$ cat config.mk
export PLATFORM = sky130hd
export DESIGN_NAME = ledCtrlTop
export DESIGN_NICKNAME = d
export VERILOG_FILES = /design/src/ledPkg.sv /design/src/axiLiteSlave.sv /design/src/ledChannel.sv /design/src/ledCsr.sv /design/src/ledCtrlTop.sv
export SDC_FILE = /design/constraint.sdc
export NUM_CORES = 1
export LEC_CHECK = 0
export BUFFER_PORTS_ARGS = -buffer_cell sky130_fd_sc_hd__buf_2
export CAP_MARGIN = 20
export CORE_MARGIN = 3
export CORE_UTILIZATION = 55
export DETAILED_ROUTE_END_ITERATION = 16
export PLACE_DENSITY = 0.76
export SETUP_SLACK_MARGIN = 0.3
export SLEW_MARGIN = 20
export SYNTH_ARGS = -nofsm -noshare
export SYNTH_HDL_FRONTEND = slang
export SYNTH_HIERARCHICAL = 1
export SYNTH_SLANG_ARGS = --single-unit
$ cat constraint.sdc
create_clock -name iSysClk -period 2.3 [get_ports iSysClk]
set_input_delay 0.46 -clock iSysClk [delete_from_list [all_inputs] [get_ports iSysClk]]
set_output_delay 0.46 -clock iSysClk [all_outputs]
set_load 0.005 [all_outputs]
$ cat src/ledPkg.sv
// Shared bus widths, response codes and the LED flash modes
// Address bits 15..8 select the block and bits 7..0 the register offset
package ledPkg;

	//--------------------------------------------------------------------
	// Bus types
	//--------------------------------------------------------------------
	typedef logic [15:0] axiAddrT;		// Byte address on the bus
	typedef logic [31:0] axiDataT;		// One bus data word
	typedef logic [1:0]  axiRespT;		// AXI response code
	typedef logic [7:0]  regOffsetT;	// Register offset inside one block

	localparam axiRespT RespOkay   = 2'b00;
	localparam axiRespT RespSlvErr = 2'b10;

	//--------------------------------------------------------------------
	// Flash mode, one setting shared by every LED
	//--------------------------------------------------------------------
	typedef enum logic [1:0]
	{
		ModeSteady   = 2'd0,	// Constantly on
		ModeBlink    = 2'd1,	// Follows the blink phase
		ModePwm      = 2'd2,	// Follows the PWM level
		ModePwmBlink = 2'd3		// PWM gated by the blink phase
	} ledModeE;

endpackage

$ cat src/axiLiteSlave.sv
// AXI4-Lite slave bridge, single beats only, write strobes ignored
// One write and one read may be in flight at the same time
`timescale 1ns/1ps

module axiLiteSlave
(
	input  logic            iSysClk,
	input  logic            reset,
	// Write address and data
	input  ledPkg::axiAddrT awAddr,
	input  logic            awValid,
	output logic            awReady,
	input  ledPkg::axiDataT wData,
	input  logic            wValid,
	output logic            wReady,
	// Write response
	output ledPkg::axiRespT bResp,
	output logic            bValid,
	input  logic            bReady,
	// Read address
	input  ledPkg::axiAddrT arAddr,
	input  logic            arValid,
	output logic            arReady,
	// Read data
	output ledPkg::axiDataT rData,
	output ledPkg::axiRespT rResp,
	output logic            rValid,
	input  logic            rReady,
	// Register access side
	output logic            wrEn,
	output ledPkg::axiAddrT wrAddr,
	output ledPkg::axiDataT wrData,
	input  logic            wrErr,
	output logic            rdEn,
	output ledPkg::axiAddrT rdAddr,
	input  ledPkg::axiDataT rdData,
	input  logic            rdErr,
	input  logic            rdValid
);

	typedef enum logic [2:0]
	{
		WrIdle,
		WrResp,
		RdIdle,
		RdWait,
		RdResp
	} busStateE;

	busStateE wrState;
	busStateE rdState;
	logic     wrHs;
	logic     rdHs;

	//--------------------------------------------------------------------
	// Write path
	//--------------------------------------------------------------------
	// Address and data are taken together, never one without the other
	assign wrHs    = awValid && wValid && (wrState == WrIdle);
	assign awReady = wrHs;
	assign wReady  = wrHs;
	assign wrEn    = wrHs;
	assign wrAddr  = awAddr;
	assign wrData  = wData;
	assign bValid  = (wrState == WrResp);

	always_ff @(posedge iSysClk)
	begin
		if (reset)
			wrState <= WrIdle;
		else if (wrState == WrIdle && wrHs)
			wrState <= WrResp;
		else if (wrState == WrResp && bReady)
			wrState <= WrIdle;
	end

	always_ff @(posedge iSysClk)
	begin
		if (wrHs)
			bResp <= wrErr ? ledPkg::RespSlvErr : ledPkg::RespOkay;
	end

	//--------------------------------------------------------------------
	// Read path
	//--------------------------------------------------------------------
	assign rdHs    = arValid && (rdState == RdIdle);
	assign arReady = rdHs;
	assign rdEn    = rdHs;
	assign rdAddr  = arAddr;
	assign rValid  = (rdState == RdResp);

	always_ff @(posedge iSysClk)
	begin
		if (reset)
			rdState <= RdIdle;
		else
		begin
			case (rdState)
				RdIdle:  if (rdHs) rdState <= RdWait;
				RdWait:  if (rdValid) rdState <= RdResp;		// Register block answers next cycle
				RdResp:  if (rReady) rdState <= RdIdle;
				default: rdState <= RdIdle;
			endcase
		end
	end

	// Response held here until the master takes it
	always_ff @(posedge iSysClk)
	begin
		if (rdState == RdWait && rdValid)
		begin
			rData <= rdData;
			rResp <= rdErr ? ledPkg::RespSlvErr : ledPkg::RespOkay;
		end
	end

	// Read response must not move while the master stalls
	assert property (@(posedge iSysClk) disable iff (reset)
		rValid && !rReady |=> rValid && $stable(rData) && $stable(rResp));

	assert property (@(posedge iSysClk) disable iff (reset)
		$rose(bValid) |-> $past(awValid && awReady && wValid && wReady));

endmodule

$ cat src/ledChannel.sv
// One LED engine with free running PWM and an interval timer for blinking
// Full-on PWM is not reachable, the highest duty leaves one low cycle
`timescale 1ns/1ps

module ledChannel
#(
	parameter int pPwmWidth   = 16,
	parameter int pTimerWidth = 16
)
(
	input  logic                   iSysClk,
	input  logic                   reset,
	input  logic                   enable,
	input  ledPkg::ledModeE        flashMode,
	input  logic [pPwmWidth-1:0]   duty,
	input  logic [pTimerWidth-1:0] divisor,
	output logic                   led
);

	logic [pPwmWidth-1:0]   pwmCnt;
	logic [pTimerWidth-1:0] timerCnt;
	logic                   phase;
	logic                   pwmLevel;
	logic                   ledNext;

	//--------------------------------------------------------------------
	// PWM
	//--------------------------------------------------------------------
	always_ff @(posedge iSysClk)
	begin
		if (reset)
			pwmCnt <= '0;
		else
			pwmCnt <= pwmCnt + 1'b1;		// Wraps every 2^pPwmWidth cycles
	end

	assign pwmLevel = (pwmCnt < duty);

	//--------------------------------------------------------------------
	// Interval timer and blink phase
	//--------------------------------------------------------------------
	always_ff @(posedge iSysClk)
	begin
		if (reset)
		begin
			timerCnt <= '0;
			phase    <= 1'b0;
		end
		else if (!enable)
		begin
			timerCnt <= divisor;		// Restart cleanly on the next enable
			phase    <= 1'b0;
		end
		else if (timerCnt == '0)
		begin
			timerCnt <= divisor;		// New divisor only lands here
			phase    <= ~phase;
		end
		else
			timerCnt <= timerCnt - 1'b1;
	end

	//--------------------------------------------------------------------
	// Output select
	//--------------------------------------------------------------------
	always_comb
	begin
		case (flashMode)
			ledPkg::ModeSteady:   ledNext = 1'b1;
			ledPkg::ModeBlink:    ledNext = phase;
			ledPkg::ModePwm:      ledNext = pwmLevel;
			ledPkg::ModePwmBlink: ledNext = pwmLevel & phase;
			default:              ledNext = 1'b0;
		endcase
	end

	always_ff @(posedge iSysClk)
	begin
		if (reset)
			led <= 1'b0;
		else
			led <= enable & ledNext;
	end

endmodule

$ cat src/ledCsr.sv
// LED control and status registers, word aligned offsets only
// Foreign block numbers and unmapped offsets flag an error and read as zero
`timescale 1ns/1ps

module ledCsr
#(
	parameter logic [7:0] pBlockId    = 8'h01,
	parameter int         pLedCount   = 5,
	parameter int         pPwmWidth   = 16,
	parameter int         pTimerWidth = 16
)
(
	input  logic                               iSysClk,
	input  logic                               reset,
	// Single cycle write access
	input  logic                               wrEn,
	input  ledPkg::axiAddrT                    wrAddr,
	input  ledPkg::axiDataT                    wrData,
	output logic                               wrErr,
	// Single cycle read access, answered one cycle later
	input  logic                               rdEn,
	input  ledPkg::axiAddrT                    rdAddr,
	output ledPkg::axiDataT                    rdData,
	output logic                               rdErr,
	output logic                               rdValid,
	// Settings for the channels
	output logic [pLedCount-1:0]               ledEn,
	output ledPkg::ledModeE                    flashMode,
	output logic [pLedCount*pPwmWidth-1:0]     dutyAll,
	output logic [pLedCount*pTimerWidth-1:0]   timerAll
);

	// Enable, mode, then one duty and one divisor per LED
	localparam int RegWords = 2 + 2 * pLedCount;

	ledPkg::regOffsetT wrOff;
	ledPkg::regOffsetT rdOff;
	logic [5:0]        wrWord;
	logic [5:0]        rdWord;
	logic              wrHit;
	logic              rdHit;
	ledPkg::axiDataT   rdMux;

	function automatic logic addrHit(input ledPkg::axiAddrT addr);
		addrHit = (addr[15:8] == pBlockId) && (addr[1:0] == 2'b00)
			&& (addr[7:2] < RegWords);
	endfunction

	assign wrOff  = wrAddr[7:0];
	assign rdOff  = rdAddr[7:0];
	assign wrWord = wrOff[7:2];
	assign rdWord = rdOff[7:2];
	assign wrHit  = addrHit(wrAddr);
	assign rdHit  = addrHit(rdAddr);
	assign wrErr  = !wrHit;		// Only sampled by the bridge with wrEn

	//--------------------------------------------------------------------
	// Register update
	//--------------------------------------------------------------------
	always_ff @(posedge iSysClk)
	begin
		if (reset)
		begin
			ledEn     <= '0;
			flashMode <= ledPkg::ModeSteady;
			dutyAll   <= '0;
			timerAll  <= '1;		// Slowest blink out of reset
		end
		else if (wrEn && wrHit)
		begin
			if (wrWord == 6'd0)
				ledEn <= wrData[pLedCount-1:0];
			if (wrWord == 6'd1)
				flashMode <= ledPkg::ledModeE'(wrData[1:0]);
			for (int i = 0; i < pLedCount; i++)
			begin
				if (wrWord == 6'(2 + i))
					dutyAll[i*pPwmWidth +: pPwmWidth] <= wrData[pPwmWidth-1:0];
				if (wrWord == 6'(2 + pLedCount + i))
					timerAll[i*pTimerWidth +: pTimerWidth] <= wrData[pTimerWidth-1:0];
			end
		end
	end

	//--------------------------------------------------------------------
	// Read multiplexer
	//--------------------------------------------------------------------
	always_comb
	begin
		rdMux = '0;		// Unused upper bits stay zero
		if (rdWord == 6'd0)
			rdMux[pLedCount-1:0] = ledEn;
		if (rdWord == 6'd1)
			rdMux[1:0] = flashMode;
		for (int i = 0; i < pLedCount; i++)
		begin
			if (rdWord == 6'(2 + i))
				rdMux[pPwmWidth-1:0] = dutyAll[i*pPwmWidth +: pPwmWidth];
			if (rdWord == 6'(2 + pLedCount + i))
				rdMux[pTimerWidth-1:0] = timerAll[i*pTimerWidth +: pTimerWidth];
		end
		if (!rdHit)
			rdMux = '0;
	end

	always_ff @(posedge iSysClk)
	begin
		if (reset)
			rdValid <= 1'b0;
		else
			rdValid <= rdEn;
	end

	always_ff @(posedge iSysClk)
	begin
		if (rdEn)
		begin
			rdData <= rdMux;
			rdErr  <= !rdHit;
		end
	end

	assert property (@(posedge iSysClk) disable iff (reset)
		rdValid == $past(rdEn));

endmodule

$ cat src/ledCtrlTop.sv
// LED controller on AXI4-Lite, one register block and pLedCount channels
// pLedCount 1 to 8, PWM and timer widths 4 to 16
`timescale 1ns/1ps

module ledCtrlTop
#(
	parameter logic [7:0] pBlockId    = 8'h01,
	parameter int         pLedCount   = 5,
	parameter int         pPwmWidth   = 16,
	parameter int         pTimerWidth = 16
)
(
	input  logic                 iSysClk,
	input  logic                 reset,
	input  ledPkg::axiAddrT      awAddr,
	input  logic                 awValid,
	output logic                 awReady,
	input  ledPkg::axiDataT      wData,
	input  logic                 wValid,
	output logic                 wReady,
	output ledPkg::axiRespT      bResp,
	output logic                 bValid,
	input  logic                 bReady,
	input  ledPkg::axiAddrT      arAddr,
	input  logic                 arValid,
	output logic                 arReady,
	output ledPkg::axiDataT      rData,
	output ledPkg::axiRespT      rResp,
	output logic                 rValid,
	input  logic                 rReady,
	output logic [pLedCount-1:0] ledOut
);

	logic                               wrEn;
	ledPkg::axiAddrT                    wrAddr;
	ledPkg::axiDataT                    wrData;
	logic                               wrErr;
	logic                               rdEn;
	ledPkg::axiAddrT                    rdAddr;
	ledPkg::axiDataT                    rdData;
	logic                               rdErr;
	logic                               rdValid;
	logic [pLedCount-1:0]               ledEn;
	ledPkg::ledModeE                    flashMode;
	logic [pLedCount*pPwmWidth-1:0]     dutyAll;
	logic [pLedCount*pTimerWidth-1:0]   timerAll;

	axiLiteSlave bridge_i
	(
		.iSysClk (iSysClk), .reset   (reset),
		.awAddr  (awAddr),  .awValid (awValid), .awReady (awReady),
		.wData   (wData),   .wValid  (wValid),  .wReady  (wReady),
		.bResp   (bResp),   .bValid  (bValid),  .bReady  (bReady),
		.arAddr  (arAddr),  .arValid (arValid), .arReady (arReady),
		.rData   (rData),   .rResp   (rResp),   .rValid  (rValid),  .rReady (rReady),
		.wrEn    (wrEn),    .wrAddr  (wrAddr),  .wrData  (wrData),  .wrErr  (wrErr),
		.rdEn    (rdEn),    .rdAddr  (rdAddr),  .rdData  (rdData),
		.rdErr   (rdErr),   .rdValid (rdValid)
	);

	ledCsr #(
		.pBlockId    (pBlockId),
		.pLedCount   (pLedCount),
		.pPwmWidth   (pPwmWidth),
		.pTimerWidth (pTimerWidth)
	) csr_i
	(
		.iSysClk (iSysClk), .reset   (reset),
		.wrEn    (wrEn),    .wrAddr  (wrAddr),  .wrData (wrData), .wrErr (wrErr),
		.rdEn    (rdEn),    .rdAddr  (rdAddr),  .rdData (rdData),
		.rdErr   (rdErr),   .rdValid (rdValid),
		.ledEn   (ledEn),   .flashMode (flashMode),
		.dutyAll (dutyAll), .timerAll  (timerAll)
	);

	// One engine per LED, each on its own slice of the flat settings
	for (genvar i = 0; i < pLedCount; i++)
	begin : genChannel
		ledChannel #(
			.pPwmWidth   (pPwmWidth),
			.pTimerWidth (pTimerWidth)
		) channel_i
		(
			.iSysClk   (iSysClk),
			.reset     (reset),
			.enable    (ledEn[i]),
			.flashMode (flashMode),
			.duty      (dutyAll[i*pPwmWidth +: pPwmWidth]),
			.divisor   (timerAll[i*pTimerWidth +: pTimerWidth]),
			.led       (ledOut[i])
		);
	end

endmodule

# Word-level counts from Yosys, hierarchy flattened
# Index checks and enable logic that the tools add are counted.
classes:
  muxes: 35
  n_bitwise: 20
  n_reduce_logical: 42
  magnitude_cmp: 7
  n_addsub: 10
  eq_ne: 33
op_table:
  columns: ["op", "count"]
  rows:
  - ["$mux 16", 20]
  - ["$add 16x1->16 const B", 5]
  - ["$logic_not 16->1", 5]
  - ["$lt 16x16->1", 5]
  - ["$sub 16x1->16 const B", 5]
  - ["$eq 6x3->1 const B", 8]
  - ["$eq 6x4->1 const B", 8]
  - ["$eq 6x2->1 const B", 4]
  - ["$reduce_and 2->1", 12]
  - ["$pmux 1 s4", 5]
  - ["$eq 8x1->1 const B", 2]
  - ["$eq 6x1->1 const B", 2]
  - ["$logic_not 6->1", 2]
  - ["$lt 6x4->1 const B", 2]
  - ["$logic_and 1x1->1", 11]
  - ["$and 1x1->1", 10]
  - ["$not 1->1", 10]
  - ["$reduce_or 2->1", 5]
  - ["$mux 3", 3]
  - ["$pmux 3 s3", 1]
  - ["$eq 3x2->1 const B", 2]
  - ["$logic_not 2->1", 3]
  - ["$mux 2", 3]
  - ["$ne 2x1->1 const B", 3]
  - ["9 further kinds", 11]
word_totals:
  output_inout_bits: 46
  ff_bits: 411
  inputBits: 71
  word_cells: 188

# Depth between registers and ports, before layout
depth:
  ltp_word: 13
  ltp_mapped: 11
  depth_no_buf: 7

# Hierarchy
# Netlist, hierarchy kept.
by_module_without_submodules:
  columns: ["mod", "instances", "cells_each", "area_per_inst_um2", "seq_area_each_um2"]
  rows:
  - ["ledCsr", 1, 991, 8782.2, 3873.7]
  - ["ledChannel at genChannel[0].channel_i ...", 4, 224, 2004.4, 680.7]
  - ["ledChannel at genChannel[1].channel_i", 1, 226, 2006.9, 680.7]
  - ["axiLiteSlave", 1, 121, 1722.9, 1101.1]

# Worst setup path before layout
# No wires, ideal clock.
synth_timing:
  path_kind: "input to register"
  from: "in awValid"
  to: "reg csr_i.timerAll[5]"
  path_slack_ps: -198
  required_ps: 2183
  t_arrival_ps: 2381
  cell_stages: 10
  n_path_buf: 3
  setup_time_ps: 117
  cell_sequence: "nand3b_1 -> inv_1 -> buf_4 -> nor3b_1 -> nand4_1 -> buf_2 -> nor3_4 -> buf_4 -> mux2i_1 -> nand2b_1"
synth_via:
  elab_chain_len: 4
synth_rtl:
  columns: ["element", "line", "source"]
  rows:
  - ["from (decl)", "ledCtrlTop.sv:16", "input logic awValid,"]
  - ["$logic_and 1x1->1 (2 in a row)", "axiLiteSlave.sv:59", "assign wrHs = awValid && wValid && (wrState == WrIdle);"]
  - ["named net awReady", "ledCtrlTop.sv:17", "output logic awReady,"]
  - ["$logic_and 1x1->1", "ledCsr.sv:69", "else if (wrEn && wrHit)"]
  - ["$reduce_and 2->1 (no line)", null, null]
  - ["to (signal, indexed assignment)", "ledCsr.sv:80", "timerAll[i*pTimerWidth +: pTimerWidth] <= wrData[pTimerWidth-1:0];"]
  - ["to (decl)", "ledCsr.sv:30", "output logic [pLedCount*pTimerWidth-1:0] timerAll"]
# The timed path passes the listed nets, and every way through them passes these cells.
# A chain may end at the register's enable or synchronous reset.

# Worst setup path after layout
layout_timing:
  from: "reg bridge_i.wrState[0]"
  to: "reg csr_i.dutyAll[17]"
layout_via:
  elab_chain_len: 4
layout_rtl:
  columns: ["element", "line", "source"]
  rows:
  - ["from (decl)", "axiLiteSlave.sv:50", "busStateE wrState;"]
  - ["from (signal assigned)", "axiLiteSlave.sv:70", "wrState <= WrIdle;"]
  - ["from (signal assigned)", "axiLiteSlave.sv:72", "wrState <= WrResp;"]
  - ["from (signal assigned)", "axiLiteSlave.sv:74", "wrState <= WrIdle;"]
  - ["$logic_not 3->1", "axiLiteSlave.sv:59", null]
  - ["$logic_and 1x1->1", "axiLiteSlave.sv:59", null]
  - ["$logic_and 1x1->1", "ledCsr.sv:69", null]
  - ["$reduce_and 2->1 (no line)", null, null]
  - ["to (signal, indexed assignment)", "ledCsr.sv:78", "dutyAll[i*pPwmWidth +: pPwmWidth] <= wrData[pPwmWidth-1:0];"]
  - ["to (decl)", "ledCsr.sv:29", "output logic [pLedCount*pPwmWidth-1:0] dutyAll,"]
# Every way passes these cells.

==> results.md <==
* Initial antenna violation count at 1
* Final #Nets at 2,457
* Setup Skew at 15.5 ps
* Pwr/cell area at 663 nW/um^2
* Fin crit share at 92.7%
* Fillcell total at 2,943
* Routed len/inst at 21.1 um
* Fmax at 469 MHz
* Hold Crit Class: in2reg
* Register area at 8380 sq um
* Vias at 16,500
* ANT cells at 0
* Share of layout cells above drive strength 1 at 18.9%
* Drc violations at 0
* Total Routed Length at 58.7 mm
* Vias in the first global route at 16,000
* Setup Viol. Count Final at 0
* Leakage at 8.82 nW
* Tot Pwr at 15.3 mW
* Clk pin slew, worst setup/hold paths at 60 ps
* FP Rows at 69
* GRT Total Usage at 29.3%
* Worst endpoint required time at 2710 ps
* Min setup slack post-route at 169 ps
* Post-layout util at 64.0%
* Via-to-Cell Ratio at 5.93
* Mapped Cells at 2,218
* Crit start category: register
* Sink Count at 393
* Most frequent cells in the layout: dfxtp_1 (341), nor2_1 (264), nand2_1 (257)
* DR iter-0 viols at 1,390
* CTS buffer count at 42
* Port-buffer cells at 98
* Starting Density at 56.6%
* Final Max Tran Viols at 0
* Die W at 199 um
* Core area at 36,100 sq um
* DRT Pass-1 Iters at 7
* Maximum vdd drop at 0.561 mV
* Number of routed nets with antenna violations at 0
* Final Critical Period at 2130 ps
* Commonest non-fill, non-tap cell in the layout: dfxtp_1
* Syn avg cell area at 9.20 sq um
* Die footprint at 39,500 sq um
* RePlAce Congestion at 0.946
* Congestion Overflow GR at 0
* Max-capacitance violation count at 0
* Fin. Hold Viols at 0
* Worst slew pin tran at 780 ps
* Maximum fanout along the worst path at 8
* Outcome: completed
* Critical Path AT at 2550 ps
* Placed insts at 2,701
* Later-pin clock latency in the skew report at 570 ps
* Unrepaired setup endpoints after global routing: yes
* Multi-input combinational cell area at 10,800 sq um
* Synth Warn # at 6
* WS Path Type: reg2reg
* I/O Pins at 117
* Critical Path End Type: register
* Post-DP HPWL at 41.7 mm
* H-tree depth at 2
* Max-slew headroom at 47.9%
* P&R area growth vs syn at 13.2%
* Die H at 199 um
* CTS tree: built
* CTS Root Cell: clkbuf_16
* Setup WS pre-CTS at -175 ps
* Netlist Area Pre-Place at 20,400 sq um
* Non-filler cells, final at 2,787
* Largest net degree at the start of global routing at 128
* Max Buffers Root-to-Sink at 3
* First-pass GRT wire length at 89.7 mm
power breakdown:
group	internal, mW	total (mW)	switching, mW
combinational	0.354	0.905	0.551
clock	4.40	7.18	2.78
sequential	7.09	7.23	0.143
total	11.8	15.3	3.47
routing by layer:
| layer | GRT usage, % | vias to the layer above | wire length [um] |
|---|---|---|---|
| li1 | - | 7858 | - |
| met1 | 37.1 | 7921 | 24300 |
| met2 | 49.8 | 594 | 28100 |
| met3 | 4.84 | 159 | 3730 |
| met4 | 12.2 | 2 | 2640 |
| met5 | 0 | - | 7 |
flip-flops by register name (all words and copies together) (netlist names), 2 cells and up:
name	cells
bridge_i/rData	32
bridge_i/rdState	3
csr_i/dutyAll	80
csr_i/flashMode	2
csr_i/ledEn	5
csr_i/rdData	16
csr_i/timerAll	80
genChannel.channel_i/led	5
genChannel.channel_i/phase	5
genChannel.channel_i/pwmCnt	80
genChannel.channel_i/timerCnt	80
critical path, stage by stage (launching register included):
cell,delay [ps]
dfxtp_2,310
nand3b_1,190
inv_2,90
nor3b_4,200
nand4_1,160
buf_6,180
or4_4,530
buf_12,180
nand2_1,80
a21oi_1,70
metrics by stage:
step                      hold WS, ps  TNS (ps)  instance area [sq um]
after global routing              164         0                  23100
after global placement            402      -983                  21300
after detailed placement          411      -997                  21300
final                             175         0                  23100
after floorplan                   400      -387                  20600
after CTS                         139         0                  22900
final cells by class:
type / count / share of cell area, %
clock buffer: 50 / 4.90
clock inverter: 24 / 1.41
inverter: 95 / 1.56
multi-input combinational: 1557 / 46.8
sequential: 393 / 36.3
tap: 461 / 2.50
timing repair buffer: 207 / 6.58
what timing repair did:
action                                  in CTS  in global routing
setup buffers                                6                  2
cloned                                       3                  1
hold buffers                                 0                  0
endpoints found under the setup margin     143                187
pin swaps                                    6                  4
resized for setup                           34                 39
worst paths after layout:
path / from / to / slack (ps) / depth (start not counted)
max: bridge_i/wrState[0] / csr_i/dutyAll[17] / 170 / 9
min: bReady / bridge_i/wrState[0] / 170 / 3
max reg2reg: bridge_i/wrState[0] / csr_i/dutyAll[17] / 170 / 9
min reg2reg: csr_i/rdErr / bridge_i/rResp[1] / 420 / 0
Power figures use the tool's default switching activity.
